==> config.mk <==
export PLATFORM = sky130hd
export DESIGN_NAME = instr_fetch
export DESIGN_NICKNAME = d
export VERILOG_FILES = /design/src/hdl/bus_pkg.sv /design/src/hdl/cpu_pkg.sv /design/src/hdl/instr_fetch.sv
export SDC_FILE = /design/constraint.sdc
export NUM_CORES = 1
export LEC_CHECK = 0
export ABC_AREA = 1
export BUFFER_PORTS_ARGS = -buffer_cell sky130_fd_sc_hd__buf_2
export CELL_PAD_IN_SITES_DETAIL_PLACEMENT = 0
export CELL_PAD_IN_SITES_GLOBAL_PLACEMENT = 1
export CORE_UTILIZATION = 25
export DETAILED_ROUTE_END_ITERATION = 7
export GPL_ROUTABILITY_DRIVEN = 0
export PLACE_DENSITY = 0.61
export SKIP_CTS_REPAIR_TIMING = 1
export SYNTH_ARGS = -nofsm -noshare
export SYNTH_HDL_FRONTEND = slang
export SYNTH_SLANG_ARGS = --single-unit
export TNS_END_PERCENT = 50
==> constraint.sdc <==
create_clock -name clk -period 3.8 [get_ports clk]
set_clock_uncertainty 0.1 [all_clocks]
set_input_delay 0.38 -clock clk [delete_from_list [all_inputs] [get_ports clk]]
set_output_delay 0.38 -clock clk [all_outputs]
set_load 0.01 [all_outputs]
==> src/hdl/bus_pkg.sv <==
package bus_pkg;

	// instruction bus uses word addresses
	// one request returns two consecutive words, lower address in rdata[0]
	typedef struct packed {
		logic        read;
		logic [31:0] addr;
	} ibus_req_t;

	typedef struct packed {
		logic             valid;
		logic [1:0][31:0] rdata;
	} ibus_resp_t;

	// data bus carries stores only
	// the stall level comes back as a separate input
	typedef struct packed {
		logic        write;
		logic [31:0] addr;
		logic [31:0] wdata;
	} dbus_req_t;

endpackage

==> src/hdl/cpu_pkg.sv <==
package cpu_pkg;

	typedef logic [31:0] uint32_t;
	typedef logic [4:0]  reg_addr_t;

	// top nibble of the instruction
	// all-zero word decodes as nop
	typedef enum logic [3:0] {
		op_nop  = 4'd0,
		op_add  = 4'd1,
		op_sub  = 4'd2,
		op_and  = 4'd3,
		op_or   = 4'd4,
		op_xor  = 4'd5,
		op_addi = 4'd6,
		op_sw   = 4'd7
	} opcode_t;

	// instruction field positions
	localparam int OP_LSB = 28;
	localparam int RD_LSB = 23;
	localparam int RS_LSB = 18;
	localparam int RT_LSB = 13;
	localparam int IMM_W  = 16;

	typedef struct packed {
		logic    valid;
		uint32_t instr;
	} fetch_entry_t;

	typedef struct packed {
		logic      valid;
		opcode_t   op;
		reg_addr_t rd;
		uint32_t   op1;
		uint32_t   op2;
		uint32_t   imm;
	} pipeline_decode_t;

	// result holds the store address for sw
	typedef struct packed {
		logic      valid;
		logic      we;
		logic      is_store;
		reg_addr_t rd;
		uint32_t   result;
		uint32_t   store_data;
	} pipeline_exec_t;

	typedef struct packed {
		logic      valid;
		logic      we;
		reg_addr_t rd;
		uint32_t   wdata;
	} pipeline_memwb_t;

endpackage

==> src/hdl/instr_fetch.sv <==
`timescale 1ns/1ns

module instr_fetch #(
	parameter int ISSUE_NUM  = 2,
	parameter int FIFO_DEPTH = 4
) (
	input  logic                                  clk,
	input  logic                                  rst_n,
	input  logic                                  stall,
	output bus_pkg::ibus_req_t                    ibus_req,
	input  bus_pkg::ibus_resp_t                   ibus_resp,
	input  logic [$clog2(ISSUE_NUM+1)-1:0]        fetch_ack,
	output cpu_pkg::fetch_entry_t [ISSUE_NUM-1:0] fetch_entry
);
	import cpu_pkg::*;

	localparam int PTR_W = $clog2(FIFO_DEPTH);
	localparam int CNT_W = $clog2(FIFO_DEPTH + 1);

	uint32_t                   pc;
	logic                      read_q;
	uint32_t [FIFO_DEPTH-1:0]  queue;
	logic    [PTR_W-1:0]       head;
	logic    [PTR_W-1:0]       tail;
	logic    [CNT_W-1:0]       count;
	logic    [CNT_W-1:0]       pop_num;
	logic    [CNT_W-1:0]       free;
	logic                      push;

	assign push    = read_q && ibus_resp.valid;
	assign pop_num = stall ? '0 : CNT_W'(fetch_ack);
	assign free    = CNT_W'(FIFO_DEPTH) - count;

	assign ibus_req.read = read_q;
	assign ibus_req.addr = pc;

	always_ff @(posedge clk or negedge rst_n) begin
		if (!rst_n) begin
			pc     <= '0;
			read_q <= 1'b0;
			head   <= '0;
			tail   <= '0;
			count  <= '0;
		end else begin
			if (push) begin
				read_q <= 1'b0;
				pc     <= pc + 32'd2;
				tail   <= tail + PTR_W'(2);
			end else if (!read_q && free >= CNT_W'(2)) begin
				// room for a whole pair before asking
				read_q <= 1'b1;
			end
			head  <= head + PTR_W'(pop_num);
			count <= count + (push ? CNT_W'(2) : '0) - pop_num;
		end
	end

	always_ff @(posedge clk) begin
		if (push) begin
			queue[tail]             <= ibus_resp.rdata[0];
			queue[tail + PTR_W'(1)] <= ibus_resp.rdata[1];
		end
	end

	for (genvar i = 0; i < ISSUE_NUM; i++) begin : gen_entry
		assign fetch_entry[i].valid = count > CNT_W'(i);
		assign fetch_entry[i].instr = queue[head + PTR_W'(i)];
	end

endmodule

==> out/qor.yml, run 1 <==
setup_path:
  path_buf_inv: 2
  crit_chain: "buf_4, nor2_1, nor2_1, a21oi_1, o21ai_0, buf_2"
  critPathTopFamily: "buffers and inverters"
  slowest_stage: "dfrtp_4"
  worst_setup_path_start_kind: "flip-flop"
  crit_required_ns: 3.32
  reg2reg_from: "tail[1]"
  critPathCaptureType: "output port"
  rrSetupSlack_ns: 1.59
  path_class: "flip-flop to output port"
  cp.arrival_ns: 2.69
  timing.critical_path.mode_cell: "nor2_1"
  cp_max_fo: 83
  slowest_delay_ns: 0.71
  r2r.worst_path.cells: 4
  timing.rr.end: "queue[115]"
placed_design:
  place_area_um2: 9600
  placedCellCount: 1484
  hpwl_um: 14700
  io_buffers: 167
clock_network:
  cts_root_buf: "clkbuf_16"
  clkTransAtPathRegs_ns: 0.07
  htree_levels: 4
  cts.sinks: 166
  cts_buffer_depth: 2
  cts_made_buffers: 17
  clk_latency_ns: 0.43
  tritoncts: "yes"
logic_synthesis:
  netlist_area_um2: 8310
  seq_area_frac_synth: 0.577
  synth_cell_types: 34
  synth_warnings: 0
  synth-seq-cells: 166
  avgSynthCellArea_um2: 9.08
  synthCells: 915
  syn-num-nets: 994
floorplan:
  die_w_um: 184
  core_area_um2: 32600
  die_h_um: 184
  start_util: 0.255
  rows: 66
  io_pins: 169
  die_area_um2: 34000
outcome:
  status: "complete, but fails checks"
  violations: "hold timing"
pwr:
  seq_power_share: 0.345
  pwr-share-comb: 0.416
  switching_share: 0.400
  power_density_nw_per_um2: 774
  clkPwrFrac: 0.240
  p_int_w: 0.00475
  max-vdd-ir-drop_mv: 0.399
  power_switching_w: 0.00317
  p_leak_nw: 4.51
route:
  wl_um: 21700
  drc: 0
  drt-initial-drc-count: 266
  dr_wl_met2_um: 10400
  met3WireLength_um: 1170
  viasPerCell: 4.29
  postRouteAntennaNets: 0
  num_vias: 6521
  drtPass1Iterations: 5
  highest_layer: "met5"
  wirelength_met1_um: 9810
  avgRoutedWirePerCell_um: 14.3
sta:
  finalCritPeriodShare: 0.834
  hold_violations: 24
  min_period_ns: 3.17
  setup_viol: 0
  max_freq_ghz: 0.315
  rsz0062_at_grt: "no"
  max_slew.worst_pin.slew_ns: 0.922
  whs_ns: -0.0180
  slew_violations: 0
  maxSlewHeadroom: 0.386
final_layout:
  fin_cells: 1519
  area_growth_pct: 23.3
  finalNetCount: 1140
  drive_above_1_share: 0.213
  postLayoutCellArea_um2: 10200
  final_core_util: 0.314
  n_fill_cell: 3455
grt:
  first_global_vias: 6157
  overflow: 0
  grt_pass1_wl_um: 33400
  antenna_found_initial: 6
  grt_max_degree: 84
  grt_usage: 0.132
min_path:
  hp-class: "input port to async pin"
flow_run:
  cap_violations: 0
## routing by layer
metal	global-route usage	vias up
met5	0	-
met4	0.0460	6
met3	0.0364	24
met2	0.220	163
met1	0.162	3015
li1	-	3313
## Yosys cell counts (all sizes together)
cell      n  area, µm²
a21oi    37        185
a31oi     1       6.26
buf      31        164
clkbuf   20       76.3
conb      1       3.75
dfrtp    38        951
edfxtp  128       3840
fa        1       20.0
ha        8        100
inv     114        428
nand2    96        370
nand3    46        245
nand3b    2       15.0
nand4     8       50.1
nor2    224        895
nor3      3       26.3
o21ai    98        490
o21bai    1       7.51
o22ai    30        188
o32ai     1       8.76
xnor2    14        123
xor2     13        114
## area by class of cell
cell class / count / area (µm²) / share of cell area
antenna: 4 / 10.0 / 0.000977
clock buffer: 17 / 425 / 0.0415
clock inverter: 14 / 209 / 0.0204
inverter: 114 / 428 / 0.0418
multi-input combinational: 584 / 2860 / 0.279
sequential: 166 / 4800 / 0.469
tap: 442 / 553 / 0.0540
timing repair buffer: 178 / 956 / 0.0933
## power groups by stage
stage	Combinational, W	Sequential [W]	Clock (W)
2_1_floorplan	0.00220	0.00266	0
3_3_place_gp	0.00337	0.00277	0
3_5_place_dp	0.00339	0.00277	0
4_1_cts	0.00339	0.00274	0.00196
5_1_grt	0.00373	0.00279	0.00202
6_report	0.00329	0.00273	0.00190
## state kept, by name, summed over array words and instances, names as in the netlist
| name | flops |
|---|---|
| pc | 31 |
| count | 3 |
| head | 2 |
| read_q | 1 |
| tail | 1 |
| queue | 128 |
## through the flow
| step | setup TNS [ns] | hold WS [ns] | worst slack (ns) | total power, W |
|---|---|---|---|---|
| 6_report | 0 | -0.0180 | 0.629 | 0.00792 |
| 2_1_floorplan | -11.82 | -0.0156 | -0.185 | 0.00486 |
| 3_3_place_gp | 0 | 0.358 | 1.10 | 0.00615 |
| 3_5_place_dp | 0 | 0.356 | 1.09 | 0.00616 |
| 5_1_grt | 0 | 0.00536 | 0.396 | 0.00853 |
| 4_1_cts | 0 | -0.00309 | 0.602 | 0.00808 |
## worst max-delay path by stage
stage	end	slack (ns)	from	cells after the start
after floorplan	queue[100]	-0.18	tail[1]	3
after global placement	fetch_entry[39]	1.10	head[0]	6
after detailed placement	fetch_entry[34]	1.09	head[0]	6
after CTS	fetch_entry[34]	0.60	head[0]	6
after global routing	fetch_entry[38]	0.40	head[0]	6
final	fetch_entry[39]	0.63	head[0]	6
## placed cells by master (no fill, tap or decap), types with 6 or more instances in the layout
master / n
a21oi_1: 37
nor2_1: 214
xnor2_1: 14
nand2_1: 92
edfxtp_1: 128
nor2_4: 6
nand4_1: 8
clkbuf_16: 17
dfrtp_1: 36
ha_1: 8
o22ai_1: 30
buf_4: 8
buf_2: 167
xor2_1: 13
o21ai_0: 97
inv_1: 112
nand3_1: 43
## worst register-to-register path, cell delays in order, from the launching register on
cell	delay, ns
dfrtp_2	0.38
buf_4	0.60
inv_1	0.22
nor2_4	0.17
buf_12	0.35
## cells by family (layout without fill, tap and decap cells)
family	Yosys count	count (layout)	synth area share
buffers and inverters	165	323	0.0804
adders and majority gates	9	9	0.0145
xor gates and xnor gates	27	27	0.0285
and+or+nand+nor	379	379	0.193
other	1	5	0.000451
AOI/OAI and AO/OA	168	168	0.107
DFF	166	166	0.577
No activity file was read; power rests on OpenSTA's default activity.
==> inputs of run 2 (changes only) <==
- PLACE_DENSITY: 0.61 -> 0.59
- clock period: 3.8 -> 3.3 ns (I/O delays scaled with it)
==> run 2 against run 1 <==
  * Final area grew 3.0%
  * Combinational power grew 19%
  * Hold slack gained 0.050 ns
  * Total power grew 14%
  * The flow now finishes without violations
  * Highest routed layer unchanged
==> out/qor.yml, run 2 (synthesis gave the netlist of run 1 again) <==
pwr:
  p_leak_nw: 4.67
  power_density_nw_per_um2: 858
  max-vdd-ir-drop_mv: 0.446
sta:
  rsz0062_at_grt: "no"
  fin_ws_ns: 0.575
  setup_viol: 0
  maxSlewHeadroom: 0.411
  max_slew.worst_pin.slew_ns: 0.883
  hold_violations: 0
  slew_violations: 0
  finalCritPeriodShare: 0.826
  max_freq_ghz: 0.367
  min_period_ns: 2.72
clock_network:
  htree_levels: 4
  clkTransAtPathRegs_ns: 0.06
  clk_latency_ns: 0.43
  cts_root_buf: "clkbuf_16"
  cts.sinks: 166
  cts_made_buffers: 17
  tritoncts: "yes"
  cts_buffer_depth: 2
final_layout:
  finalNetCount: 1175
  mostFrequentLayoutCell: "nor2_1"
  layout_common_cells: "nor2_1 (214), buf_2 (167), edfxtp_1 (128)"
  postLayoutCellArea_um2: 10600
  largest_register_ff_count: 128
  top_register: "queue"
  area_growth_pct: 27.0
  drive_above_1_share: 0.210
  reg_top3: "queue: 128 flops, pc: 31 flops, count: 3 flops"
grt:
  first_global_vias: 6123
  antenna_found_initial: 5
  overflow: 0
  grt_pass1_wl_um: 34500
  grt_usage: 0.136
  grt_max_degree: 66
placed_design:
  place_ws_ns: 1.01
  hpwl_um: 15600
  io_buffers: 167
  place_area_um2: 9650
route:
  drt-initial-drc-count: 365
  num_vias: 6748
  postRouteAntennaNets: 0
  drc: 0
  avgRoutedWirePerCell_um: 14.7
  wl_um: 22800
  viasPerCell: 4.35
  drtPass1Iterations: 7
flow_run:
  cap_violations: 0
floorplan:
  rows: 66
  die_w_um: 184
  die_area_um2: 34000
  die_h_um: 184
  start_util: 0.255
  core_area_um2: 32600
  io_pins: 169
setup_path:
  crit_required_ns: 2.87
  cp_max_fo: 33
  path_class: "flip-flop to output port"
  worst_setup_path_start_kind: "flip-flop"
  critPathCaptureType: "output port"
  cp.arrival_ns: 2.29
outcome:
  status: "finished clean"
min_path:
  hp-class: "input port to flip-flop"
## run 2: cell count changes in the layout (fill, tap and decap cells not counted), moves of 3 or more
cell / delta
dlygate4sd3_1: +32
inv_6: +4
bufinv_16: -5
clkbuf_16: +3
diode_2: -3
clkinvlp_4: -5
## run 2: final cells by class
class	instances	area, µm²
diodes	1	2.50
well taps	442	553
fillers	3463	22100
repair buffers	213	1320
flip-flops and latches	166	4800
multi-input cells	584	2860
inverters	114	428
clock inverters	10	77.6
clock buffers	22	508
## run 2: through the flow
step	hold WS (ns)	TNS, ns	util	power [W]	std cells
after floorplan	-0.0656	-43.82	-	0.00559	915
after global placement	0.372	0	0.296	0.00713	1487
after detailed placement	0.370	0	0.296	0.00717	1487
after CTS	-0.0701	0	0.314	0.00918	1519
after global routing	0.00793	0	0.324	0.00979	1551
final	0.0322	0	0.324	0.00905	1552
## run 2: worst max-delay path: stages, from the launching register on
cell	delay, ns
dfrtp_1	0.55
inv_2	0.43
buf_4	0.40
o21ai_0	0.14
o22ai_1	0.18
buf_2	0.17
## run 2: report_power, final
group	total (W)	leakage, nW	internal (W)	switching (W)
combinational	0.00393	2.69	0.00138	0.00255
sequential	0.00314	1.69	0.00282	0.000315
clock	0.00199	0.294	0.00111	0.000873
## run 2: final timing paths
kind	startpoint	to	slack, ns	cells after the start
worst max-delay path	head[1]	fetch_entry[19]	0.58	5
worst min-delay path	ibus_resp[5]	queue[69]	0.03	1
worst max register to register	tail[1]	queue[88]	1.09	4
worst min register to register	pc[31]	pc[31]	0.39	1
max in group asynchronous	rst_n	head[0]	1.99	2
min in group asynchronous	rst_n	pc[26]	0.44	2
## run 2: per-layer routing
metal | vias to the layer above | part of all wire | GRT usage
met4 | 4 | 0.0097 | 0.0363
li1 | 3367 | - | -
met2 | 185 | 0.47 | 0.218
met1 | 3171 | 0.46 | 0.174
met3 | 21 | 0.067 | 0.0466
met5 | - | 0.0014 | 0
==> inputs of run 3 (changes only) <==
- clock period: 3.3 -> 2.7 ns (I/O delays scaled with it)
==> run 3 against run 2 <==
  * Combinational power is 22% higher
  * Critical path type unchanged
  * Via count is 0.43% lower
  * Worst setup slack worse by 0.22 ns
  * Sequential power is 22% higher
  * Utilization hardly changed
  * Highest routed layer unchanged
==> out/qor.yml, run 3 (synthesis gave the netlist of run 1 again) <==
outcome:
  status: "finished clean"
final_layout:
  largest_register_ff_count: 128
  top_register: "queue"
  postLayoutCellArea_um2: 10600
  mostFrequentLayoutCell: "nor2_1"
  final_core_util: 0.324
  finalNetCount: 1178
  drive_above_1_share: 0.212
  area_growth_pct: 27.2
  layout_common_cells: "nor2_1 (214), buf_2 (167), edfxtp_1 (128)"
  reg_top3: "queue: 128 flops, pc: 31 flops, count: 3 flops"
setup_path:
  timing.rr.end: "count[2]"
  cp_max_fo: 42
  rrSetupSlack_ns: 0.81
  r2r.worst_path.cells: 5
  critPathCaptureType: "output port"
  worst_setup_path_start_kind: "flip-flop"
  reg2reg_from: "read_q"
  cp.arrival_ns: 1.98
  path_class: "flip-flop to output port"
  crit_required_ns: 2.33
route:
  avgRoutedWirePerCell_um: 14.2
  drt-initial-drc-count: 384
  drc: 0
  viasPerCell: 4.32
  drtPass1Iterations: 4
  num_vias: 6719
  wl_um: 22100
  postRouteAntennaNets: 0
grt:
  antenna_found_initial: 7
  grt_usage: 0.134
  grt_pass1_wl_um: 34400
  overflow: 0
  grt_max_degree: 65
  first_global_vias: 6371
sta:
  hold_violations: 0
  max_freq_ghz: 0.426
  finalCritPeriodShare: 0.870
  rsz0062_at_grt: "no"
  min_period_ns: 2.35
  whs_ns: 0.0174
  fin_ws_ns: 0.350
  max_slew.worst_pin.slew_ns: 0.768
  slew_violations: 0
  setup_viol: 0
  maxSlewHeadroom: 0.488
pwr:
  max-vdd-ir-drop_mv: 0.420
  p_leak_nw: 4.68
  power.total_w: 0.0110
  power_density_nw_per_um2: 1040
min_path:
  hold_depth: 3
  hp-class: "input port to flip-flop"
  min_to: "queue[96]"
  hold_start: "ibus_resp[32]"
clock_network:
  cts_made_buffers: 17
  cts.sinks: 166
  clkTransAtPathRegs_ns: 0.06
  cts_root_buf: "clkbuf_16"
  tritoncts: "yes"
  cts_buffer_depth: 2
  clk_latency_ns: 0.43
  htree_levels: 4
floorplan:
  rows: 66
  die_area_um2: 34000
  start_util: 0.255
  die_w_um: 184
  die_h_um: 184
  io_pins: 169
  core_area_um2: 32600
placed_design:
  hpwl_um: 14800
  place_ws_ns: 0.766
  io_buffers: 167
  place_area_um2: 9650
flow_run:
  cap_violations: 0
[run 3: worst max path at each step]
stage | startpoint | end | slack, ns | depth (start not counted)
4_1_cts | head[0] | fetch_entry[36] | 0.29 | 6
3_3_place_gp | head[0] | fetch_entry[36] | 0.73 | 6
3_5_place_dp | head[0] | fetch_entry[36] | 0.77 | 6
2_1_floorplan | tail[1] | queue[100] | -0.22 | 3
5_1_grt | head[0] | fetch_entry[13] | 0.17 | 5
6_report | head[0] | fetch_entry[3] | 0.35 | 5
[run 3: layer usage]
metal / track usage / routed length [µm] / share of wire
met5: 0 / 47 / 0.0021
met4: 0.0370 / 197 / 0.0089
met3: 0.0419 / 1180 / 0.054
met2: 0.222 / 10400 / 0.47
met1: 0.168 / 10200 / 0.46
[run 3: metrics by stage]
| stage | cells | setup TNS (ns) |
|---|---|---|
| floorplan | 915 | -14.31 |
| global placement | 1488 | 0 |
| detailed placement | 1488 | 0 |
| CTS | 1520 | 0 |
| global route | 1555 | 0 |
| finish | 1557 | 0 |
[run 3: where the power goes]
| part | internal, W | leakage [nW] | switching [W] | total [W] |
|---|---|---|---|---|
| combinational | 0.00171 | 2.70 | 0.00309 | 0.00480 |
| sequential | 0.00345 | 1.69 | 0.000373 | 0.00382 |
| clock | 0.00131 | 0.290 | 0.00104 | 0.00235 |
| total | 0.00647 | 4.68 | 0.00450 | 0.0110 |
[run 3: layout make-up]
| cell class | count | area [µm²] |
|---|---|---|
| diodes | 3 | 7.51 |
| well taps | 442 | 553 |
| fillers | 3415 | 22000 |
| clock buffers | 20 | 483 |
| flip-flops and latches | 166 | 4800 |
| inverters | 114 | 428 |
| repair buffers | 216 | 1350 |
| clock inverters | 12 | 86.3 |
| multi-input cells | 584 | 2860 |
[run 3: worst max-delay path, stage by stage, from the launching register on]
cell,delay [ns]
dfrtp_4,0.57
inv_2,0.11
buf_4,0.37
o21ai_0,0.14
o22ai_1,0.18
buf_2,0.17
